`config.mk`:
```
export PLATFORM = sky130hd
export DESIGN_NAME = axi_uart_tx_flat
export DESIGN_NICKNAME = d
export VERILOG_FILES = /design/src/hw/axi_pkg.sv /design/src/hw/axi_lite_if.sv /design/src/hw/axi_uart_tx.sv /design/src/flat_wrapper.sv
export SDC_FILE = /design/constraint.sdc
export NUM_CORES = 1
export LEC_CHECK = 0
export BUFFER_PORTS_ARGS = -buffer_cell sky130_fd_sc_hd__buf_2
export CAP_MARGIN = 20
export CORE_ASPECT_RATIO = 2
export CORE_MARGIN = 5
export CORE_UTILIZATION = 24
export CTS_CLUSTER_SIZE = 24
export DETAILED_ROUTE_END_ITERATION = 6
export PLACE_DENSITY = 0.85
export RECOVER_POWER = 50
export SLEW_MARGIN = 20
export SYNTH_ARGS = -nofsm -noshare
export SYNTH_HDL_FRONTEND = slang
export SYNTH_SLANG_ARGS = --single-unit
```
`constraint.sdc`:
```
create_clock -name clk -period 1.92 [get_ports clk]
set_clock_uncertainty 0.05 [all_clocks]
set_input_delay 0.096 -clock clk [delete_from_list [all_inputs] [get_ports clk]]
set_output_delay 0.096 -clock clk [all_outputs]
set_load 0.05 [all_outputs]
```
`src/hw/axi_pkg.sv`:
```
/*
 * bus protocol types shared by all stages
 *   axi_resp_e  response code on the r and b channels
 *   txn_kind_e  kind of transaction held in a stage
 */
`default_nettype none

package axi_pkg;

	// two-bit response code as on the wire
	typedef enum logic [1:0] {
		OKAY   = 2'b00,
		SLVERR = 2'b10, // device error
		DECERR = 2'b11  // no device at that address
	} axi_resp_e;

	// read or write, latched when a stage takes a request
	typedef enum logic {
		READ  = 1'b0,
		WRITE = 1'b1
	} txn_kind_e;

endpackage

`default_nettype wire

```
`src/hw/axi_lite_if.sv`:
```
/*
 * five-channel AXI-lite bundle
 *   ar, r, aw, w, b channels with valid/ready
 *   manager and subordinate modports
 */
`default_nettype none

interface axi_lite_if import axi_pkg::*; #(
	parameter int ADDR_W = 32,
	parameter int DATA_W = 32
) ();
	logic [ADDR_W-1:0]   ar_addr; // read address
	logic                ar_valid;
	logic                ar_ready;
	logic [DATA_W-1:0]   r_data;  // read data
	axi_resp_e           r_resp;
	logic                r_valid;
	logic                r_ready;
	logic [ADDR_W-1:0]   aw_addr; // write address
	logic                aw_valid;
	logic                aw_ready;
	logic [DATA_W-1:0]   w_data;  // write data
	logic [DATA_W/8-1:0] w_strb;  // one bit per byte lane
	logic                w_valid;
	logic                w_ready;
	axi_resp_e           b_resp;  // write response
	logic                b_valid;
	logic                b_ready;

	modport manager (
		output ar_addr, ar_valid, r_ready, aw_addr, aw_valid, w_data, w_strb, w_valid, b_ready,
		input  ar_ready, r_data, r_resp, r_valid, aw_ready, w_ready, b_resp, b_valid
	);

	modport subordinate (
		input  ar_addr, ar_valid, r_ready, aw_addr, aw_valid, w_data, w_strb, w_valid, b_ready,
		output ar_ready, r_data, r_resp, r_valid, aw_ready, w_ready, b_resp, b_valid
	);

endinterface

`default_nettype wire

```
`src/hw/axi_uart_tx.sv`:
```
/*
 * serial port transmit register
 *   lane 0 byte out with a one-cycle strobe
 *   reads give zero, every response OKAY
 */
`default_nettype none

module axi_uart_tx import axi_pkg::*; #(
	parameter int DATA_W = 32
) (
	input  wire logic       clk,
	input  wire logic       rst,
	axi_lite_if.subordinate bus_i,
	output logic [7:0]      uart_data_o,
	output logic            uart_strobe_o
);
	logic       busy_q;   // response pending
	txn_kind_e  kind_q;
	logic [7:0] data_q;
	logic       strobe_q;
	logic       wr_req;
	logic       acc_wr;
	logic       acc_rd;
	logic       done;

	assign wr_req         = bus_i.aw_valid && bus_i.w_valid;
	assign bus_i.aw_ready = !busy_q && wr_req;
	assign bus_i.w_ready  = bus_i.aw_ready;
	assign bus_i.ar_ready = !busy_q && !wr_req;
	assign acc_wr         = bus_i.aw_ready;
	assign acc_rd         = bus_i.ar_ready && bus_i.ar_valid;

	assign bus_i.r_data  = {DATA_W{1'b0}}; // no receive side
	assign bus_i.r_resp  = OKAY;
	assign bus_i.b_resp  = OKAY;
	assign bus_i.r_valid = busy_q && (kind_q == READ);
	assign bus_i.b_valid = busy_q && (kind_q == WRITE);
	assign done = (bus_i.r_valid && bus_i.r_ready) || (bus_i.b_valid && bus_i.b_ready);

	assign uart_data_o   = data_q;
	assign uart_strobe_o = strobe_q;

	always_ff @(posedge clk) begin
		if (rst) begin
			busy_q   <= 1'b0;
			kind_q   <= READ;
			strobe_q <= 1'b0;
		end else begin
			strobe_q <= acc_wr && bus_i.w_strb[0]; // pulse the cycle after accept
			if (acc_wr || acc_rd) begin
				busy_q <= 1'b1;
				kind_q <= acc_wr ? WRITE : READ;
			end else if (done) begin
				busy_q <= 1'b0;
			end
		end
	end

	always_ff @(posedge clk) begin
		if (acc_wr && bus_i.w_strb[0])
			data_q <= bus_i.w_data[7:0];
	end

endmodule

`default_nettype wire

```
`src/flat_wrapper.sv`:
```
// flat-port wrapper written by rule: the top's interface ports become plain ports
module axi_uart_tx_flat import axi_pkg::*;
#(
	parameter int DATA_W = 32
)
  (clk, rst, uart_data_o, uart_strobe_o, bus_i_ar_addr, bus_i_ar_valid, bus_i_r_ready, bus_i_aw_addr, bus_i_aw_valid, bus_i_w_data, bus_i_w_strb, bus_i_w_valid, bus_i_b_ready, bus_i_ar_ready, bus_i_r_data, bus_i_r_resp, bus_i_r_valid, bus_i_aw_ready, bus_i_w_ready, bus_i_b_resp, bus_i_b_valid);
  axi_lite_if #(.DATA_W(DATA_W)) bus_i_i ();
  input  wire logic clk;
  input  wire logic rst;
  output logic [7:0] uart_data_o;
  output logic uart_strobe_o;
  input wire logic [$bits(bus_i_i.ar_addr)-1:0] bus_i_ar_addr;
  input wire logic [$bits(bus_i_i.ar_valid)-1:0] bus_i_ar_valid;
  input wire logic [$bits(bus_i_i.r_ready)-1:0] bus_i_r_ready;
  input wire logic [$bits(bus_i_i.aw_addr)-1:0] bus_i_aw_addr;
  input wire logic [$bits(bus_i_i.aw_valid)-1:0] bus_i_aw_valid;
  input wire logic [$bits(bus_i_i.w_data)-1:0] bus_i_w_data;
  input wire logic [$bits(bus_i_i.w_strb)-1:0] bus_i_w_strb;
  input wire logic [$bits(bus_i_i.w_valid)-1:0] bus_i_w_valid;
  input wire logic [$bits(bus_i_i.b_ready)-1:0] bus_i_b_ready;
  output wire logic [$bits(bus_i_i.ar_ready)-1:0] bus_i_ar_ready;
  output wire logic [$bits(bus_i_i.r_data)-1:0] bus_i_r_data;
  output wire logic [$bits(bus_i_i.r_resp)-1:0] bus_i_r_resp;
  output wire logic [$bits(bus_i_i.r_valid)-1:0] bus_i_r_valid;
  output wire logic [$bits(bus_i_i.aw_ready)-1:0] bus_i_aw_ready;
  output wire logic [$bits(bus_i_i.w_ready)-1:0] bus_i_w_ready;
  output wire logic [$bits(bus_i_i.b_resp)-1:0] bus_i_b_resp;
  output wire logic [$bits(bus_i_i.b_valid)-1:0] bus_i_b_valid;
  assign bus_i_i.ar_addr = bus_i_ar_addr;
  assign bus_i_i.ar_valid = bus_i_ar_valid;
  assign bus_i_i.r_ready = bus_i_r_ready;
  assign bus_i_i.aw_addr = bus_i_aw_addr;
  assign bus_i_i.aw_valid = bus_i_aw_valid;
  assign bus_i_i.w_data = bus_i_w_data;
  assign bus_i_i.w_strb = bus_i_w_strb;
  assign bus_i_i.w_valid = bus_i_w_valid;
  assign bus_i_i.b_ready = bus_i_b_ready;
  assign bus_i_ar_ready = bus_i_i.ar_ready;
  assign bus_i_r_data = bus_i_i.r_data;
  assign bus_i_r_resp = bus_i_i.r_resp;
  assign bus_i_r_valid = bus_i_i.r_valid;
  assign bus_i_aw_ready = bus_i_i.aw_ready;
  assign bus_i_w_ready = bus_i_i.w_ready;
  assign bus_i_b_resp = bus_i_i.b_resp;
  assign bus_i_b_valid = bus_i_i.b_valid;
  axi_uart_tx #(.DATA_W(DATA_W)) u_core (.clk(clk), .rst(rst), .bus_i(bus_i_i), .uart_data_o(uart_data_o), .uart_strobe_o(uart_strobe_o));
endmodule
```
## Word-level counts from Yosys, hierarchy flattened

Cells that the tools add are included.

| word-level totals | value |
|---|---|
| register bits | 11 |
| input port bits | 107 |
| word-level logic and storage cells | 22 |

| cells by class | value |
|---|---|
| muxes and demuxes | 3 |
| bitwise operators | 1 |
| reduce and logical (&&, ||, !) cells | 14 |

Operators by type and width:

| operator | count |
|---|---|
| logical AND 1 bit | 9 |
| two-way mux 1 bit | 3 |
| logical NOT 1 bit | 2 |
| logical OR 1 bit | 2 |
| nonzero test 2 bit | 1 |
| inverter 1 bit | 1 |

## Longest topological paths before layout

Gate-level depths: netlist (run 1).

| logic depth | value |
|---|---|
| depth after elaboration | 6 |
| gate-level depth with buffers | 4 |
| gate-level depth less buffers | 3 |

## Least setup slack after synthesis (run 1)

Ideal clock, no wire load.

| timing | value |
|---|---|
| path kind | reg-to-reg |
| from | register u_core.busy_q |
| to | register u_core.data_q[0] (netlist: u_core.uart_data_o[0]) (enable) |
| data arrival time | 988 ps |
| setup slack | 550 ps |
| buffers on the path | 1 |
| stages on the path, launching flop included | 4 |
| cell sequence | dfxtp_1 and3b_1 buf_6 and2_1 |

| on the way | value |
|---|---|
| longest elaborated chain between the ends | 3 |

RTL lines:

| element | RTL line | text |
|---|---|---|
| start, declared | axi_uart_tx.sv:17 | `logic busy_q;` |
| start signal, assigned | axi_uart_tx.sv:45 | `busy_q <= 1'b0;` |
| start signal, assigned | axi_uart_tx.sv:51 | `busy_q <= 1'b1;` |
| start signal, assigned | axi_uart_tx.sv:54 | `busy_q <= 1'b0;` |
| logical NOT 1 bit | axi_uart_tx.sv:27 | `assign bus_i.aw_ready = !busy_q && wr_req;` |
| logical AND 1 bit | axi_uart_tx.sv:27 |  |
| net bus_i_aw_ready | flat_wrapper.sv:25 | `output wire logic [$bits(bus_i_i.aw_ready)-1:0] bus_i_aw_ready;` |
| logical AND 1 bit | axi_uart_tx.sv:60 | `if (acc_wr && bus_i.w_strb[0])` |
| end signal, assigned | axi_uart_tx.sv:61 | `data_q <= bus_i.w_data[7:0];` |
| end, declared | axi_uart_tx.sv:19 | `logic [7:0] data_q;` |

The timed path passes the listed nets, and every way through them passes these cells.
A chain may end at the register's enable or synchronous reset.

## Worst setup path after layout (run 1)

| timing | value |
|---|---|
| from | register u_core.busy_q |
| to | register u_core.data_q[3] (netlist: u_core.uart_data_o[3]) (enable) |

| on the way | value |
|---|---|
| longest elaborated chain between the ends | 3 |

RTL lines:

| element | RTL line |
|---|---|
| logical NOT 1 bit | axi_uart_tx.sv:27 |
| logical AND 1 bit | axi_uart_tx.sv:27 |
| logical AND 1 bit | axi_uart_tx.sv:60 |

No other way between the ends.

==> results.cfg, run 1 <==
[run_status]
status = completed

[sta]
finalSetupViolCount = 0
grt_setup_unrepaired = no
setup_tns_ps = 0
layout_min_cycle_time_ps = 1410
hold_viol_final = 0
post-route-period-util_pct = 73.4
slew_viol_final = 0
relSlewSlack_pct = 58.3
tightest_slew_ps = 628
max_freq_mhz = 709

[cts]
cts_sinks = 11
clockBufferDepth = 2
insertion_delay_ps = 230
cts-buffers-inserted = 3
cts_resized = 0
clkSlewWorstSetupHoldPaths_ps = 50
cts_tree = yes
clk_root_buffer_cell = clkbuf_8
htreeDepth = 1

[logic_synthesis]
yosysWarnings = 0
synth-seq-cells = 11
ys_seq_area_share_pct = 44.4
synthTopCellsByArea = buf_4, edfxtp_1, dfxtp_1
syn_inst = 64
synth.largest_area_cell = buf_4
post_synth_num_cell_types = 17
synthDominantCellAreaShare_pct = 41.0
avgSynthCellArea_um2 = 10.6
syn_area_um2 = 677

[critical_path]
cp_data_required_time_ps = 1770
cp_cell_sequence = and3b_1, and2_1
crit_path_start_kind = register
worstPathArrival_ps = 1260
crit_fanout = 8
path_class = reg -> reg
crit_path_end_kind = register
max_stage_delay_ps = 370
cpMaxStageDelayCell = and2_1

[floorplanning]
die_x_um = 47.6
die_area_um2 = 4050
row_count = 27
core_area_um2 = 2740
pin_count = 157
die_h_um = 85.1
initial_core_util_pct = 24.7

[place]
globalplace.congestion = 0.633
dp_hpwl_mm = 1.04
portBuffers = 29
dpl_cell_area_um2 = 701

[run]
cap_violations = 0

[layout]
area_delta_synth_final_pct = 22.0
final_nets = 211
stdcell_area_um2 = 826
drive_gt1_share_pct = 25.2
final_cell_mix = conb_1, buf_2, clkbuf_1, dlygate4sd3_1, edfxtp_1
diodes = 0
mostFrequentLayoutCell = conb_1

[routing]
drt-vias-per-instance = 3.51
routed_wl_mm = 1.29
dr.pass1.iters = 3
drc = 0
vias = 463
drtIter0Drc = 7
antenna_left = 0
wl_per_cell_um = 9.80

[global_routing]
grt_pass1_wl_mm = 1.97
grt.overflow.total = 0
grt_pass1_vias = 502
grt_max_degree = 9
track_usage_pct = 6.52
antenna_found_initial = 0

[power]
max-vdd-ir-drop_uv = 430
leakage_nw = 0.419
powerDensity_nw_per_um2 = 906

[min_path]
hold_class = in -> reg
## synth_stat cells (all sizes together)
master  count
nand2       1
dfxtp       3
conb        1
buf        38
o31a        1
edfxtp      8
nor2        1
nor2b       2
inv         2
nand2b      1
o21ai       1
and3        1
and3b       1
and2        1
a21oi       2
## cell families (layout without fill, tap and decap cells)
kind of cell	after synthesis	count (layout)	share of synthesized area, %
AOI/OAI and AO/OA	4	4	3.51
buffers and inverters	40	44	43.8
DFF	11	11	44.4
other	1	36	0.554
and+or+nand+nor	8	8	7.76
## state kept, by name, summed over array words and instances, names as in the netlist
register,cells
u_core.kind_q,1
u_core.uart_data_o,8
u_core.busy_q,1
u_core.uart_strobe_o,1
## path summary, 6_finish.rpt
kind                    from                    end  slack [ps]  depth (start not counted)
max            u_core.busy_q  u_core.uart_data_o[3]         510                          2
min          bus_i_w_strb[0]   u_core.uart_strobe_o          70                          2
max reg2reg    u_core.busy_q  u_core.uart_data_o[3]         510                          2
min reg2reg    u_core.kind_q          u_core.kind_q         510                          2
## routing by layer
metal,up-vias,part of all wire (%),global-route usage (%)
met2,57,50,11.5
li1,208,-,-
met5,-,0,0
met3,0,25,3.82
met1,198,25,5.74
met4,0,0,2.21
## power breakdown
| part | switching (mW) | internal, mW | leakage (nW) |
|---|---|---|---|
| registers | 0.00429 | 0.265 | 0.0977 |
| logic | 0.220 | 0.0382 | 0.298 |
| clock network | 0.0762 | 0.145 | 0.0228 |
## through the flow
| step | setup slack, ps | utilization [%] | std cells | hold slack (ps) | power [mW] |
|---|---|---|---|---|---|
| final | 510 | 30.2 | 132 | 66.2 | 0.749 |
| after global routing | 402 | 30.2 | 132 | 68.8 | 0.784 |
| after CTS | 485 | 30.5 | 132 | 65.2 | 0.756 |
| after detailed placement | 492 | 25.6 | 119 | 225 | 0.517 |
| after global placement | 525 | 25.6 | 119 | 222 | 0.515 |
| after floorplan | 550 | - | 99 | 118 | 0.548 |
## critical path, delay by kind of cell (launching register included)
| family | cells | cell delay (ps) |
|---|---|---|
| AND/OR/NAND/NOR | 2 | 700 |
| flip-flops | 1 | 330 |
## cell type report
class | count | area (µm²)
Inverter | 2 | 7.51
Fill cell | 291 | 1910
Clock buffer | 4 | 45.0
Multi-Input combinational cell | 48 | 211
Tap cell | 29 | 36.3
Timing Repair Buffer | 38 | 225
Sequential cell | 11 | 300
## timing repair
| action | in CTS | in global routing |
|---|---|---|
| endpoints found under the hold margin | 9 | 0 |
| buffers inserted | 0 | 0 |
| setup endpoints to repair | 0 | 0 |
| hold buffers | 9 | 0 |
No activity file was read; power rests on OpenSTA's default activity.
==> inputs of run 2 (changes only) <==
--- a/config.mk
+++ b/config.mk
@@ -5,14 +5,15 @@
 export SDC_FILE = /design/constraint.sdc
 export NUM_CORES = 1
 export LEC_CHECK = 0
+export ABC_AREA = 1
 export BUFFER_PORTS_ARGS = -buffer_cell sky130_fd_sc_hd__buf_2
 export CAP_MARGIN = 20
 export CORE_ASPECT_RATIO = 2
 export CORE_MARGIN = 5
-export CORE_UTILIZATION = 24
+export CORE_UTILIZATION = 20
 export CTS_CLUSTER_SIZE = 24
 export DETAILED_ROUTE_END_ITERATION = 6
-export PLACE_DENSITY = 0.85
+export PLACE_DENSITY = 0.75
 export RECOVER_POWER = 50
 export SLEW_MARGIN = 20
 export SYNTH_ARGS = -nofsm -noshare
==> constraint.sdc (replaced) <==
create_clock -name clk -period 1.2 [get_ports clk]
set_clock_uncertainty 0.05 [all_clocks]
set_input_delay 0.06 -clock clk [delete_from_list [all_inputs] [get_ports clk]]
set_output_delay 0.06 -clock clk [all_outputs]
set_load 0.05 [all_outputs]
==> run 2 against run 1 <==
Routed wire length rose by 22%. Combinational power grew 78%. Total power grew 66%. Non-clock buffer count up 4. Global-route usage rose by 0.52 points. Synthesized cell count increased by 11%. Largest cell class unchanged.
==> results.cfg, run 2 <==
[power]
max-vdd-ir-drop_uv = 362
power_mw = 1.24
powerDensity_nw_per_um2 = 1340
leakage_nw = 0.484

[floorplanning]
die_x_um = 51.1
row_count = 30
core_area_um2 = 3340
die_h_um = 92.3
die_area_um2 = 4720
initial_core_util_pct = 20.3
pin_count = 157

[place]
portBuffers = 29
place_inst = 133
globalplace.congestion = 0.712
dp_hpwl_mm = 1.30

[layout]
multi_input_area_um2 = 218
mostFrequentLayoutCell = conb_1
area_delta_synth_final_pct = 36.8
largest_register_ffs = 8
drive_gt1_share_pct = 36.5
regArea_um2 = 302
n_fill_cell = 376
final_nets = 223
final_cell_mix = conb_1, buf_2, dlygate4sd3_1
stdcell_count = 147
diodes = 0

[sta]
grt_setup_unrepaired = yes
finalSetupViolCount = 0
layout_min_cycle_time_ps = 1170
post-route-period-util_pct = 97.3
setup_tns_ps = 0
hold_viol_final = 0
slew_viol_final = 0
max_freq_mhz = 856

[cts]
clockBufferDepth = 2
clk_root_buffer_cell = clkbuf_8
cts_sinks = 11
clkSlewWorstSetupHoldPaths_ps = 50
insertion_delay_ps = 230
cts_tree = yes
htreeDepth = 1
cts-buffers-inserted = 3

[critical_path]
cpMaxStageDelayCell = dfxtp_2
worst-path-buf-inv = 4
timing.rr.end = u_core.uart_data_o[6]
r2r_cells = 4
path_class = reg -> out
r2r_setup_slack_ps = 150
max_stage_delay_ps = 320
crit_path_start_kind = register
crit_path_end_kind = primary output
crit_fanout = 4
worstPathArrival_ps = 1060
cp_data_required_time_ps = 1090
rr_startpoint = u_core.busy_q
critical-path-top-delay-family = buffers and inverters
cp_cell_sequence = inv_2, nand3_4, buf_6, clkinvlp_4, buf_8

[routing]
drtIter0Drc = 5
vias = 503
drc = 0
antenna_left = 0
wl_per_cell_um = 10.8
dr.pass1.iters = 2
drt-vias-per-instance = 3.42
routed_wl_mm = 1.58

[logic_synthesis]
synth_most_common_cell = buf_4
synth.largest_area_cell = buf_4
yosysWarnings = 0
netlist_top_cells_count = buf_4, edfxtp_1, inv_1, nand2_1, nor2_1
synth_ff_type = edfxtp_1
synthDominantCellAreaShare_pct = 41.0
synth-seq-cells = 11
synthTopCellsByArea = buf_4, edfxtp_1, dfxtp_1
post_synth_num_cell_types = 12
ys_seq_area_share_pct = 44.4
syn_area_um2 = 677
syn_inst = 71
avgSynthCellArea_um2 = 9.53
synth_edf_count = 8
synthArstFlopShare_pct = 0

[global_routing]
grt.overflow.total = 0
grt_max_degree = 9
grt_pass1_vias = 560
grt_pass1_wl_mm = 2.46
track_usage_pct = 7.04
antenna_found_initial = 0

[run_status]
status = completed

[min_path]
worstHoldPathCells = 3
holdPathEnd = u_core.uart_strobe_o
min_from = bus_i_w_strb[0]
hold_class = in -> reg

[run]
cap_violations = 0
run 2: what timing repair did:
item / in CTS / in global routing
hold endpoints to repair: 11 / 0
resized for setup: 2 / 8
setup buffers: 0 / 1
hold buffers: 9 / 0
setup endpoints to repair: 2 / 4
run 2: final cells by class:
| cell class | count | area share (%) |
|---|---|---|
| inverter | 7 | 3.24 |
| timing repair buffer | 42 | 31.5 |
| sequential | 11 | 32.6 |
| clock buffer | 4 | 4.86 |
| multi-input combinational | 51 | 23.5 |
| tap | 32 | 4.32 |
run 2: worst max-delay path by stage:
stage             startpoint                    end  cells after the start
6_report       u_core.busy_q         bus_i_aw_ready                      5
5_1_grt        u_core.busy_q         bus_i_aw_ready                      5
4_1_cts        u_core.busy_q         bus_i_aw_ready                      5
3_5_place_dp   u_core.busy_q  u_core.uart_data_o[3]                      4
3_3_place_gp   u_core.busy_q  u_core.uart_data_o[6]                      4
2_1_floorplan  u_core.busy_q          bus_i_w_ready                      4
run 2: power by group:
group          internal (mW)  switching [mW]  total [mW]
logic                 0.0842           0.374       0.458
registers              0.425         0.00704       0.432
clock network          0.231           0.118       0.349
run 2: kinds of logic (layout without fill, tap and decap cells):
| family | after synthesis | after routing | synth area share (%) |
|---|---|---|---|
| buffers and inverters | 44 | 53 | 44.9 |
| DFF | 11 | 11 | 44.4 |
| and+or+nand+nor | 13 | 13 | 8.69 |
| other | 1 | 36 | 0.554 |
| AOI/OAI and AO/OA | 2 | 2 | 1.48 |
run 2: worst register-to-register path, cell delays in order (launching register included):
cell     delay [ps]
dfxtp_2         320
inv_2            80
nand3_4          70
nor2_2           80
buf_4           170
run 2: layer usage:
metal / GRT usage (%) / wire, µm / part of all wire, % / vias up
met5: 0 / 0 / 0 / -
met4: 2.02 / 0 / 0 / 0
met3: 4.39 / 328 / 21 / 0
met2: 10.7 / 650 / 41 / 56
met1: 8.09 / 603 / 38 / 213
li1: - / - / - / 234
run 2: through the flow:
step                worst slack, ps  utilization [%]  instance area, µm²  hold slack, ps
floorplan                     -9.39                -                 818            79.1
global placement                164             22.4                 748             187
detailed placement              157             22.4                 748             193
CTS                           -24.4             26.6                 888            56.0
global route                  -19.8             27.7                 926             107
finish                         32.0             27.7                 926            58.6
