<file path="src/hw/axi_pkg.sv">
/*
 * bus protocol types shared by all stages
 *   axi_resp_e  response code on the r and b channels
 *   txn_kind_e  kind of transaction held in a stage
 */
`default_nettype none

package axi_pkg;

	// two-bit response code as on the wire
	typedef enum logic [1:0] {
		OKAY   = 2'b00,
		SLVERR = 2'b10, // device error
		DECERR = 2'b11  // no device at that address
	} axi_resp_e;

	// read or write, latched when a stage takes a request
	typedef enum logic {
		READ  = 1'b0,
		WRITE = 1'b1
	} txn_kind_e;

endpackage

`default_nettype wire

</file>
<file path="src/hw/soc_map_pkg.sv">
/*
 * address map of the memory subsystem
 *   sram window base, serial port register address
 *   target_e  destination picked by the crossbar decode
 */
`default_nettype none

package soc_map_pkg;

	localparam logic [31:0] SRAM_BASE   = 32'h8000_0000; // window length set by SRAM_WORDS
	localparam logic [31:0] SERIAL_PORT = 32'hA000_03F8; // uart transmit register, one word

	// crossbar destination
	typedef enum logic [1:0] {
		TGT_SRAM = 2'd0,
		TGT_UART = 2'd1,
		TGT_NONE = 2'd2  // unmapped, answered with DECERR
	} target_e;

endpackage

`default_nettype wire

</file>
<file path="src/hw/axi_lite_if.sv">
/*
 * five-channel AXI-lite bundle
 *   ar, r, aw, w, b channels with valid/ready
 *   manager and subordinate modports
 */
`default_nettype none

interface axi_lite_if import axi_pkg::*; #(
	parameter int ADDR_W = 32,
	parameter int DATA_W = 32
) ();
	logic [ADDR_W-1:0]   ar_addr; // read address
	logic                ar_valid;
	logic                ar_ready;
	logic [DATA_W-1:0]   r_data;  // read data
	axi_resp_e           r_resp;
	logic                r_valid;
	logic                r_ready;
	logic [ADDR_W-1:0]   aw_addr; // write address
	logic                aw_valid;
	logic                aw_ready;
	logic [DATA_W-1:0]   w_data;  // write data
	logic [DATA_W/8-1:0] w_strb;  // one bit per byte lane
	logic                w_valid;
	logic                w_ready;
	axi_resp_e           b_resp;  // write response
	logic                b_valid;
	logic                b_ready;

	modport manager (
		output ar_addr, ar_valid, r_ready, aw_addr, aw_valid, w_data, w_strb, w_valid, b_ready,
		input  ar_ready, r_data, r_resp, r_valid, aw_ready, w_ready, b_resp, b_valid
	);

	modport subordinate (
		input  ar_addr, ar_valid, r_ready, aw_addr, aw_valid, w_data, w_strb, w_valid, b_ready,
		output ar_ready, r_data, r_resp, r_valid, aw_ready, w_ready, b_resp, b_valid
	);

endinterface

`default_nettype wire

</file>
<file path="src/hw/axi_xbar.sv">
/*
 * address decode crossbar
 *   latches one request, routes it to sram or uart
 *   unmapped addresses answered here with DECERR
 */
`default_nettype none

module axi_xbar import axi_pkg::*, soc_map_pkg::*; #(
	parameter int ADDR_W     = 32,
	parameter int DATA_W     = 32,
	parameter int SRAM_WORDS = 256
) (
	input wire logic        clk,
	input wire logic        rst,
	axi_lite_if.subordinate up_i,
	axi_lite_if.manager     sram_o,
	axi_lite_if.manager     uart_o
);
	typedef enum logic [1:0] {XB_IDLE, XB_ISSUE, XB_WAIT, XB_RESP} xb_state_e;

	xb_state_e           state_q;
	txn_kind_e           kind_q;
	target_e             tgt_q;
	target_e             dec_tgt;
	logic [ADDR_W-1:0]   addr_q;
	logic [DATA_W-1:0]   wdata_q;
	logic [DATA_W/8-1:0] strb_q;
	logic [DATA_W-1:0]   rdata_q;
	axi_resp_e           resp_q;
	logic                wr_req;
	logic                acc_wr;
	logic                acc_rd;
	logic                sel_sram;
	logic                issue_done;
	logic                resp_in;

	function automatic target_e decode(input logic [ADDR_W-1:0] addr);
		logic [ADDR_W-1:0] offs;
		offs = addr - ADDR_W'(SRAM_BASE); // wraps below base, so one compare
		if (offs < ADDR_W'(SRAM_WORDS * 4))
			return TGT_SRAM;
		if (addr == ADDR_W'(SERIAL_PORT))
			return TGT_UART;
		return TGT_NONE;
	endfunction

	// upstream accept, write needs aw and w together
	assign wr_req        = up_i.aw_valid && up_i.w_valid;
	assign up_i.aw_ready = (state_q == XB_IDLE) && wr_req;
	assign up_i.w_ready  = up_i.aw_ready;
	assign up_i.ar_ready = (state_q == XB_IDLE) && !wr_req;
	assign acc_wr        = up_i.aw_ready;
	assign acc_rd        = up_i.ar_ready && up_i.ar_valid;
	assign dec_tgt       = decode(acc_wr ? up_i.aw_addr : up_i.ar_addr);

	assign up_i.r_data  = rdata_q;
	assign up_i.r_resp  = resp_q;
	assign up_i.b_resp  = resp_q;
	assign up_i.r_valid = (state_q == XB_RESP) && (kind_q == READ);
	assign up_i.b_valid = (state_q == XB_RESP) && (kind_q == WRITE);

	assign sel_sram = (tgt_q == TGT_SRAM);

	// replay on both buses, valids gated by target
	assign sram_o.ar_addr  = addr_q;
	assign sram_o.aw_addr  = addr_q;
	assign sram_o.w_data   = wdata_q;
	assign sram_o.w_strb   = strb_q;
	assign sram_o.ar_valid = (state_q == XB_ISSUE) && sel_sram && (kind_q == READ);
	assign sram_o.aw_valid = (state_q == XB_ISSUE) && sel_sram && (kind_q == WRITE);
	assign sram_o.w_valid  = sram_o.aw_valid;
	assign sram_o.r_ready  = (state_q == XB_WAIT) && sel_sram;
	assign sram_o.b_ready  = sram_o.r_ready;

	assign uart_o.ar_addr  = addr_q;
	assign uart_o.aw_addr  = addr_q;
	assign uart_o.w_data   = wdata_q;
	assign uart_o.w_strb   = strb_q;
	assign uart_o.ar_valid = (state_q == XB_ISSUE) && !sel_sram && (kind_q == READ);
	assign uart_o.aw_valid = (state_q == XB_ISSUE) && !sel_sram && (kind_q == WRITE);
	assign uart_o.w_valid  = uart_o.aw_valid;
	assign uart_o.r_ready  = (state_q == XB_WAIT) && !sel_sram;
	assign uart_o.b_ready  = uart_o.r_ready;

	assign issue_done = (sram_o.ar_valid && sram_o.ar_ready) ||
		(sram_o.aw_valid && sram_o.aw_ready && sram_o.w_ready) ||
		(uart_o.ar_valid && uart_o.ar_ready) ||
		(uart_o.aw_valid && uart_o.aw_ready && uart_o.w_ready);
	assign resp_in = (sram_o.r_ready && (sram_o.r_valid || sram_o.b_valid)) ||
		(uart_o.r_ready && (uart_o.r_valid || uart_o.b_valid));

	always_ff @(posedge clk) begin
		if (rst) begin
			state_q <= XB_IDLE;
			kind_q  <= READ;
			tgt_q   <= TGT_NONE;
		end else begin
			case (state_q)
				XB_IDLE: begin
					if (acc_wr || acc_rd) begin
						tgt_q   <= dec_tgt;
						kind_q  <= acc_wr ? WRITE : READ;
						state_q <= (dec_tgt == TGT_NONE) ? XB_RESP : XB_ISSUE; // decerr next cycle
					end
				end
				XB_ISSUE: if (issue_done) state_q <= XB_WAIT;
				XB_WAIT:  if (resp_in) state_q <= XB_RESP;
				XB_RESP:  if ((up_i.r_valid && up_i.r_ready) || (up_i.b_valid && up_i.b_ready))
					state_q <= XB_IDLE;
				default:  state_q <= XB_IDLE;
			endcase
		end
	end

	always_ff @(posedge clk) begin
		if (acc_wr || acc_rd) begin
			addr_q  <= acc_wr ? up_i.aw_addr : up_i.ar_addr;
			wdata_q <= up_i.w_data;
			strb_q  <= acc_wr ? up_i.w_strb : '0;
			rdata_q <= '0;     // stands for an unmapped read
			resp_q  <= DECERR; // replaced when a device answers
		end else if (resp_in) begin
			if (kind_q == READ) begin
				rdata_q <= sel_sram ? sram_o.r_data : uart_o.r_data;
				resp_q  <= sel_sram ? sram_o.r_resp : uart_o.r_resp;
			end else begin
				resp_q <= sel_sram ? sram_o.b_resp : uart_o.b_resp;
			end
		end
	end

endmodule

`default_nettype wire

</file>
<file path="src/flat_wrapper.sv">
// flat-port wrapper written by rule: the top's interface ports become plain ports
module axi_xbar_flat import axi_pkg::*, soc_map_pkg::*;
#(
	parameter int ADDR_W     = 32,
	parameter int DATA_W     = 32,
	parameter int SRAM_WORDS = 256
)
  (clk, rst, up_i_ar_addr, up_i_ar_valid, up_i_r_ready, up_i_aw_addr, up_i_aw_valid, up_i_w_data, up_i_w_strb, up_i_w_valid, up_i_b_ready, up_i_ar_ready, up_i_r_data, up_i_r_resp, up_i_r_valid, up_i_aw_ready, up_i_w_ready, up_i_b_resp, up_i_b_valid, sram_o_ar_addr, sram_o_ar_valid, sram_o_r_ready, sram_o_aw_addr, sram_o_aw_valid, sram_o_w_data, sram_o_w_strb, sram_o_w_valid, sram_o_b_ready, sram_o_ar_ready, sram_o_r_data, sram_o_r_resp, sram_o_r_valid, sram_o_aw_ready, sram_o_w_ready, sram_o_b_resp, sram_o_b_valid, uart_o_ar_addr, uart_o_ar_valid, uart_o_r_ready, uart_o_aw_addr, uart_o_aw_valid, uart_o_w_data, uart_o_w_strb, uart_o_w_valid, uart_o_b_ready, uart_o_ar_ready, uart_o_r_data, uart_o_r_resp, uart_o_r_valid, uart_o_aw_ready, uart_o_w_ready, uart_o_b_resp, uart_o_b_valid);
  axi_lite_if #(.ADDR_W(ADDR_W), .DATA_W(DATA_W)) up_i_i ();
  axi_lite_if #(.ADDR_W(ADDR_W), .DATA_W(DATA_W)) sram_o_i ();
  axi_lite_if #(.ADDR_W(ADDR_W), .DATA_W(DATA_W)) uart_o_i ();
  input wire logic clk;
  input wire logic rst;
  input wire logic [$bits(up_i_i.ar_addr)-1:0] up_i_ar_addr;
  input wire logic [$bits(up_i_i.ar_valid)-1:0] up_i_ar_valid;
  input wire logic [$bits(up_i_i.r_ready)-1:0] up_i_r_ready;
  input wire logic [$bits(up_i_i.aw_addr)-1:0] up_i_aw_addr;
  input wire logic [$bits(up_i_i.aw_valid)-1:0] up_i_aw_valid;
  input wire logic [$bits(up_i_i.w_data)-1:0] up_i_w_data;
  input wire logic [$bits(up_i_i.w_strb)-1:0] up_i_w_strb;
  input wire logic [$bits(up_i_i.w_valid)-1:0] up_i_w_valid;
  input wire logic [$bits(up_i_i.b_ready)-1:0] up_i_b_ready;
  output wire logic [$bits(up_i_i.ar_ready)-1:0] up_i_ar_ready;
  output wire logic [$bits(up_i_i.r_data)-1:0] up_i_r_data;
  output wire logic [$bits(up_i_i.r_resp)-1:0] up_i_r_resp;
  output wire logic [$bits(up_i_i.r_valid)-1:0] up_i_r_valid;
  output wire logic [$bits(up_i_i.aw_ready)-1:0] up_i_aw_ready;
  output wire logic [$bits(up_i_i.w_ready)-1:0] up_i_w_ready;
  output wire logic [$bits(up_i_i.b_resp)-1:0] up_i_b_resp;
  output wire logic [$bits(up_i_i.b_valid)-1:0] up_i_b_valid;
  output wire logic [$bits(sram_o_i.ar_addr)-1:0] sram_o_ar_addr;
  output wire logic [$bits(sram_o_i.ar_valid)-1:0] sram_o_ar_valid;
  output wire logic [$bits(sram_o_i.r_ready)-1:0] sram_o_r_ready;
  output wire logic [$bits(sram_o_i.aw_addr)-1:0] sram_o_aw_addr;
  output wire logic [$bits(sram_o_i.aw_valid)-1:0] sram_o_aw_valid;
  output wire logic [$bits(sram_o_i.w_data)-1:0] sram_o_w_data;
  output wire logic [$bits(sram_o_i.w_strb)-1:0] sram_o_w_strb;
  output wire logic [$bits(sram_o_i.w_valid)-1:0] sram_o_w_valid;
  output wire logic [$bits(sram_o_i.b_ready)-1:0] sram_o_b_ready;
  input wire logic [$bits(sram_o_i.ar_ready)-1:0] sram_o_ar_ready;
  input wire logic [$bits(sram_o_i.r_data)-1:0] sram_o_r_data;
  input wire logic [$bits(sram_o_i.r_resp)-1:0] sram_o_r_resp;
  input wire logic [$bits(sram_o_i.r_valid)-1:0] sram_o_r_valid;
  input wire logic [$bits(sram_o_i.aw_ready)-1:0] sram_o_aw_ready;
  input wire logic [$bits(sram_o_i.w_ready)-1:0] sram_o_w_ready;
  input wire logic [$bits(sram_o_i.b_resp)-1:0] sram_o_b_resp;
  input wire logic [$bits(sram_o_i.b_valid)-1:0] sram_o_b_valid;
  output wire logic [$bits(uart_o_i.ar_addr)-1:0] uart_o_ar_addr;
  output wire logic [$bits(uart_o_i.ar_valid)-1:0] uart_o_ar_valid;
  output wire logic [$bits(uart_o_i.r_ready)-1:0] uart_o_r_ready;
  output wire logic [$bits(uart_o_i.aw_addr)-1:0] uart_o_aw_addr;
  output wire logic [$bits(uart_o_i.aw_valid)-1:0] uart_o_aw_valid;
  output wire logic [$bits(uart_o_i.w_data)-1:0] uart_o_w_data;
  output wire logic [$bits(uart_o_i.w_strb)-1:0] uart_o_w_strb;
  output wire logic [$bits(uart_o_i.w_valid)-1:0] uart_o_w_valid;
  output wire logic [$bits(uart_o_i.b_ready)-1:0] uart_o_b_ready;
  input wire logic [$bits(uart_o_i.ar_ready)-1:0] uart_o_ar_ready;
  input wire logic [$bits(uart_o_i.r_data)-1:0] uart_o_r_data;
  input wire logic [$bits(uart_o_i.r_resp)-1:0] uart_o_r_resp;
  input wire logic [$bits(uart_o_i.r_valid)-1:0] uart_o_r_valid;
  input wire logic [$bits(uart_o_i.aw_ready)-1:0] uart_o_aw_ready;
  input wire logic [$bits(uart_o_i.w_ready)-1:0] uart_o_w_ready;
  input wire logic [$bits(uart_o_i.b_resp)-1:0] uart_o_b_resp;
  input wire logic [$bits(uart_o_i.b_valid)-1:0] uart_o_b_valid;
  assign up_i_i.ar_addr = up_i_ar_addr;
  assign up_i_i.ar_valid = up_i_ar_valid;
  assign up_i_i.r_ready = up_i_r_ready;
  assign up_i_i.aw_addr = up_i_aw_addr;
  assign up_i_i.aw_valid = up_i_aw_valid;
  assign up_i_i.w_data = up_i_w_data;
  assign up_i_i.w_strb = up_i_w_strb;
  assign up_i_i.w_valid = up_i_w_valid;
  assign up_i_i.b_ready = up_i_b_ready;
  assign up_i_ar_ready = up_i_i.ar_ready;
  assign up_i_r_data = up_i_i.r_data;
  assign up_i_r_resp = up_i_i.r_resp;
  assign up_i_r_valid = up_i_i.r_valid;
  assign up_i_aw_ready = up_i_i.aw_ready;
  assign up_i_w_ready = up_i_i.w_ready;
  assign up_i_b_resp = up_i_i.b_resp;
  assign up_i_b_valid = up_i_i.b_valid;
  assign sram_o_ar_addr = sram_o_i.ar_addr;
  assign sram_o_ar_valid = sram_o_i.ar_valid;
  assign sram_o_r_ready = sram_o_i.r_ready;
  assign sram_o_aw_addr = sram_o_i.aw_addr;
  assign sram_o_aw_valid = sram_o_i.aw_valid;
  assign sram_o_w_data = sram_o_i.w_data;
  assign sram_o_w_strb = sram_o_i.w_strb;
  assign sram_o_w_valid = sram_o_i.w_valid;
  assign sram_o_b_ready = sram_o_i.b_ready;
  assign sram_o_i.ar_ready = sram_o_ar_ready;
  assign sram_o_i.r_data = sram_o_r_data;
  assign sram_o_i.r_resp = sram_o_r_resp;
  assign sram_o_i.r_valid = sram_o_r_valid;
  assign sram_o_i.aw_ready = sram_o_aw_ready;
  assign sram_o_i.w_ready = sram_o_w_ready;
  assign sram_o_i.b_resp = sram_o_b_resp;
  assign sram_o_i.b_valid = sram_o_b_valid;
  assign uart_o_ar_addr = uart_o_i.ar_addr;
  assign uart_o_ar_valid = uart_o_i.ar_valid;
  assign uart_o_r_ready = uart_o_i.r_ready;
  assign uart_o_aw_addr = uart_o_i.aw_addr;
  assign uart_o_aw_valid = uart_o_i.aw_valid;
  assign uart_o_w_data = uart_o_i.w_data;
  assign uart_o_w_strb = uart_o_i.w_strb;
  assign uart_o_w_valid = uart_o_i.w_valid;
  assign uart_o_b_ready = uart_o_i.b_ready;
  assign uart_o_i.ar_ready = uart_o_ar_ready;
  assign uart_o_i.r_data = uart_o_r_data;
  assign uart_o_i.r_resp = uart_o_r_resp;
  assign uart_o_i.r_valid = uart_o_r_valid;
  assign uart_o_i.aw_ready = uart_o_aw_ready;
  assign uart_o_i.w_ready = uart_o_w_ready;
  assign uart_o_i.b_resp = uart_o_b_resp;
  assign uart_o_i.b_valid = uart_o_b_valid;
  axi_xbar #(.ADDR_W(ADDR_W), .DATA_W(DATA_W), .SRAM_WORDS(SRAM_WORDS)) u_core (.clk(clk), .rst(rst), .up_i(up_i_i), .sram_o(sram_o_i), .uart_o(uart_o_i));
endmodule
</file>
<file path="config.mk">
export PLATFORM = sky130hd
export DESIGN_NAME = axi_xbar_flat
export DESIGN_NICKNAME = d
export VERILOG_FILES = /design/src/hw/axi_pkg.sv /design/src/hw/soc_map_pkg.sv /design/src/hw/axi_lite_if.sv /design/src/hw/axi_xbar.sv /design/src/flat_wrapper.sv
export SDC_FILE = /design/constraint.sdc
export NUM_CORES = 1
export LEC_CHECK = 0
export BUFFER_PORTS_ARGS = -buffer_cell sky130_fd_sc_hd__clkbuf_2
export CAP_MARGIN = 20
export CORE_AREA = 5 5 168 170
export CTS_BUF_LIST = sky130_fd_sc_hd__clkbuf_4 sky130_fd_sc_hd__clkbuf_8
export DETAILED_ROUTE_END_ITERATION = 16
export DIE_AREA = 0 0 173 175
export GPL_ROUTABILITY_DRIVEN = 0
export GPL_TIMING_DRIVEN = 1
export PLACE_DENSITY = 0.55
export SLEW_MARGIN = 20
export SYNTH_ARGS = -nofsm -noshare
export SYNTH_HDL_FRONTEND = slang
export SYNTH_SLANG_ARGS = --single-unit
</file>
<file path="constraint.sdc">
create_clock -name clk -period 3.6 [get_ports clk]
set_input_delay 0.18 -clock clk [delete_from_list [all_inputs] [get_ports clk]]
set_output_delay 0.18 -clock clk [all_outputs]
set_load 0.01 [all_outputs]
</file>
== Word-level counts from Yosys, hierarchy flattened ==
Index checks and enable logic that the tools add are counted.
Storage, ports and cells
  bits in registers: 107
  input port bits: 189
  output and inout bits: 251
  logic and storage cells: 78
Cells by class
  add/sub/neg operators: 1
  $lt $le $gt $ge: 1
  equal/unequal tests: 9
  multiplexer cells: 19
  bitwise logic cells: 1
  reductions and logical operators: 39
Operators with widths (count)
  32-bit 2-to-1 mux: 2
  32-bit equality test (second input constant): 1
  32-bit by 11-bit < comparator with 1-bit output (second input constant): 1
  32-bit subtractor (second input constant): 1
  1-bit logical AND: 24
  2-bit 2-to-1 mux: 12
  1-bit logical OR: 8
  2-bit case mux with 4 select lines: 1
  2-bit equality test (second input constant): 3
  2-bit zero test: 2
  1-bit 2-to-1 mux: 4
  2-bit by 1-bit inequality test with 1-bit output (second input constant): 2
  2-bit inequality test (second input constant): 2
  2-bit AND reduction: 2
  4-bit AND reduction: 1
  2-bit by 1-bit equality test with 1-bit output (second input constant): 1
  1-bit zero test: 2
  1-bit NOT: 1

== Longest topological paths before layout ==
  depth in word-level cells: 13
  depth in mapped cells: 8
  mapped depth without buffers: 8

== Worst setup path before layout ==
No wires, ideal clock.
  kind: register to register
  start: register u_core.state_q[0]
  end: register u_core.addr_q[0], in the netlist u_core.sram_o.ar_addr[0] (enable)
  library setup time: 0.459 ns
  data arrival time: 3.148 ns
  required time: 3.141 ns
  setup slack: -0.007 ns
  cell stages (with the launch flop): 8
  buffers on the path: 1
  clock period less this slack: 3.607 ns
  cell sequence: dfxtp_1 > inv_1 > ha_1 > nand3_2 > inv_1 > a21oi_1 > clkinv_1 > clkbuf_1
Between the ends
  word-level cells in the longest chain between the ends: 4
  elaborated cells between the ends (all ways): 5
  classes of those cells: reduce/logical (5)
RTL lines
  start, declared: line axi_xbar.sv:21  | xb_state_e state_q;
  start signal, assigned: line axi_xbar.sv:103  | state_q <= (dec_tgt == TGT_NONE) ? XB_RESP : XB_ISSUE;
  2-bit zero test *: line axi_xbar.sv:49, axi_xbar.sv:51
  1-bit logical AND: line axi_xbar.sv:51  | assign up_i.ar_ready = (state_q == XB_IDLE) && !wr_req;
  1-bit logical AND: line axi_xbar.sv:53  | assign acc_rd = up_i.ar_ready && up_i.ar_valid;
  1-bit logical OR *: line axi_xbar.sv:116  | if (acc_wr || acc_rd) begin
  end signal, assigned: line axi_xbar.sv:117  | addr_q <= acc_wr ? up_i.aw_addr : up_i.ar_addr;
  end, declared: line axi_xbar.sv:25  | logic [ADDR_W-1:0] addr_q;
Mark *: on every way between the ends. The rest lies on a longest branch, timed or not.
A chain may end at the register's enable or synchronous reset.

== Worst setup path after layout ==
  start: register u_core.state_q[1]
  end: register u_core.wdata_q[13], in the netlist u_core.sram_o.w_data[13] (enable)
Between the ends
  word-level cells in the longest chain between the ends: 4
  elaborated cells between the ends (all ways): 5
  classes of those cells: reduce/logical (5)
RTL lines
  2-bit zero test *: line axi_xbar.sv:49, axi_xbar.sv:51
  1-bit logical AND: line axi_xbar.sv:51
  1-bit logical AND: line axi_xbar.sv:53
  1-bit logical OR *: line axi_xbar.sv:116
  end signal, assigned: line axi_xbar.sv:118  | wdata_q <= up_i.w_data;
  end, declared: line axi_xbar.sv:26  | logic [DATA_W-1:0] wdata_q;
Marks and branches as above.

==> flow_metrics.env <==
export IMPL_status="finished, final reports clean"
export IMPL_finalNonFillerCells=1224
export IMPL_synth_most_common_cell="buf_4"
export IMPL_timing_final_hold_violations=0
export IMPL_wirelength_mm=20.2
export IMPL_clk_latency_ns=0.38
export IMPL_syn_to_final_growth_pct=36.8
export IMPL_numCtsBuffers=9
export IMPL_drtAntennaViolNets=0
export IMPL_cts_sinks=107
export IMPL_startpoint_type="flop"
export IMPL_dr_pass1_iters=6
export IMPL_num_rows=60
export IMPL_hpwl_mm=16.6
export IMPL_grt_pass1_vias=4941
export IMPL_post_cts_buffers=0
export IMPL_drive_above_1_share=0.536
export IMPL_cts_max_level=3
export IMPL_grt_total_usage=0.126
export IMPL_synth_nets=744
export IMPL_core_area_um2=26600
export IMPL_r2r_start="u_core.state_q[1]"
export IMPL_crit_type="reg2reg"
export IMPL_synth_common_cells="buf_4, nand2_1, edfxtp_1, nor2_1, dfxtp_1"
export IMPL_critical_path_max_stage_delay_ns=0.48
export IMPL_peakVddDrop_mv=0.184
export IMPL_dpl_cell_count=1176
export IMPL_drtIter0Drc=249
export IMPL_seq_area_um2=2820
export IMPL_cts_tree="built"
export IMPL_cts_root_buffer="clkbuf_8"
export IMPL_io_pins=440
export IMPL_hp_start="rst"
export IMPL_fin_worst_skew_ns=0.0245
export IMPL_die_h_um=175
export IMPL_ys_warn_count=0
export IMPL_critPathRequiredTime_ns=3.67
export IMPL_yosysUniqueCellTypes=39
export IMPL_holdPathStages=2
export IMPL_arrival_ns=2.34
export IMPL_finalSetupViolCount=0
export IMPL_wire_per_inst_um=16.5
export IMPL_slew_violations=0
export IMPL_r2r_end="u_core.sram_o.w_data[13]"
export IMPL_diodes=0
export IMPL_max_slew_margin_rel=0.532
export IMPL_yosysSeqAreaShare=0.499
export IMPL_clk_path_buf_depth=2
export IMPL_synth_edf_count=68
export IMPL_portBuffers=439
export IMPL_synth_top_area_cell="edfxtp_1"
export IMPL_crit_path_cell_trace="inv_1, ha_1, nand3_2, inv_1, a21oi_1, buf_4, inv_4, buf_12"
export IMPL_multiInputGateArea_um2=1670
export IMPL_p_leak_nw=3.70
export IMPL_detailroute_via_count=4981
export IMPL_worstSetupEndpointType="flop"
export IMPL_syn_inst=550
export IMPL_start_util=0.213
export IMPL_grt_max_degree=65
export IMPL_final_period_utilization=0.630
export IMPL_tightest_slew_ns=0.702
export IMPL_syn_area_per_cell_um2=10.3
export IMPL_path_clk_slew_ns=0.11
export IMPL_whs_endpoint="u_core.tgt_q[0]"
export IMPL_synth_seq_cells=107
export IMPL_min_path_type="in2reg"
export IMPL_rsz0062_at_grt="false"
export IMPL_grt_overflow=0
export IMPL_drc=0
export IMPL_setup_tns_ns=0
export IMPL_ys_top_cells_by_area="edfxtp_1, buf_4, dfxtp_1, nand2_1, mux2i_1"
export IMPL_antenna_found_initial=0
export IMPL_synth_top_area_frac=0.361
export IMPL_synth_ff_type="edfxtp_1"
export IMPL_fin_nets=1072
export IMPL_powerDensity_nw_per_um2=647
export IMPL_r2r_slack_ns=1.33
export IMPL_max_cap_violations=0
export IMPL_synthArstFlopShare=0
export IMPL_r2r_cells=8
export IMPL_die_w_um=173
export IMPL_die_area_um2=30300
export IMPL_nFillCells=2868
export IMPL_worst_path_most_repeated_cell="inv_1"
export IMPL_fin_crit_ns=2.27
export IMPL_via_per_inst=4.07
export IMPL_critPathMaxFanout=56
export IMPL_slowest_stage="inv_4"
export IMPL_max_freq_mhz=441
export IMPL_syn_area_um2=5660
export IMPL_grt_pass1_wl_mm=29.7
power breakdown:
part	total, mW	switching, mW	internal [mW]
sequential	2.05	0.289	1.76
combinational	2.14	1.30	0.843
clock	0.819	0.480	0.339
worst max path at each step:
stage | start | to | slack (ns) | depth (start not counted)
floorplan | u_core.state_q[0] | u_core.sram_o.ar_addr[0] | 0.96 | 7
global placement | u_core.state_q[0] | u_core.sram_o.w_data[13] | 1.34 | 8
detailed placement | u_core.state_q[1] | u_core.sram_o.w_data[25] | 1.32 | 8
CTS | u_core.state_q[1] | u_core.sram_o.w_data[0] | 1.30 | 8
global route | u_core.state_q[1] | u_core.sram_o.w_data[13] | 1.16 | 8
finish | u_core.state_q[1] | u_core.sram_o.w_data[13] | 1.33 | 8
metal layers:
layer / GRT usage / wire (um)
met5: 0 / 0
met4: 0.0359 / 306
met3: 0.0413 / 1600
met2: 0.226 / 10500
met1: 0.144 / 7810
cells by family (layout without fill, tap and decap cells):
| logic type | count (synthesis) | count (layout) | share of synthesized area |
|---|---|---|---|
| AOI/OAI and AO/OA | 46 | 46 | 0.0650 |
| muxes | 38 | 38 | 0.0739 |
| buffers and inverters | 167 | 500 | 0.207 |
| adders and majority gates | 5 | 5 | 0.0111 |
| and+or+nand+nor | 187 | 187 | 0.145 |
| DFF | 107 | 107 | 0.499 |
state kept, by name, summed over array words and instances (netlist names):
register / flops
u_core.up_i.b_resp: 2
u_core.kind_q: 1
u_core.sram_o.ar_addr: 32
u_core.state_q: 2
u_core.sram_o.w_data: 32
u_core.sram_o.w_strb: 4
u_core.tgt_q: 2
u_core.up_i.r_data: 32
cells in the final DEF (no fill, tap or decap), types with 6 or more instances in the layout:
cell type      netlist  final
dlygate4sd3_1        0     32
a211oi_1            33     33
edfxtp_1            68     68
nor3_1               7      7
clkbuf_2             0    439
nand2_1            106    106
inv_1                6      6
and2_1               6      6
nor4_1               6      6
clkbuf_8             0      9
nor2_1              40     40
dfxtp_1             39     39
mux2i_1             35     35
final cells by class:
class | instances | area share
clock buffer | 9 | 0.0160
clock inverter | 7 | 0.0118
inverter | 7 | 0.00372
multi-input combinational | 276 | 0.216
sequential | 107 | 0.365
tap | 341 | 0.0551
timing repair buffer | 477 | 0.333
worst max-delay path: cells and delay by family, from the launching register on:
family                   cells  cell delay [ns]
AO/OA/AOI/OAI                1             0.04
adder cells (fa/ha/maj)      1             0.24
buffers and inverters        5             1.16
flip-flops                   1             0.36
AND/OR/NAND/NOR              1             0.10
what timing repair did:
item                       CTS  global route
setup endpoints to repair    0             0
hold buffers                32             0
hold endpoints to repair    32             0
resized for setup            0             0
through the flow:
| stage | util | cell area, um^2 | setup slack (ns) | total power [mW] | hold WS [ns] |
|---|---|---|---|---|---|
| after floorplan | - | 5660 | 0.955 | 3.63 | 0.249 |
| after global placement | 0.271 | 7200 | 1.34 | 4.22 | 0.358 |
| after detailed placement | 0.271 | 7200 | 1.32 | 4.24 | 0.359 |
| after CTS | 0.291 | 7740 | 1.30 | 5.12 | 0.0261 |
| after global routing | 0.291 | 7740 | 1.16 | 5.38 | 0.0296 |
| final | 0.291 | 7740 | 1.33 | 5.01 | 0.0641 |
Power figures use the tool's default switching activity.
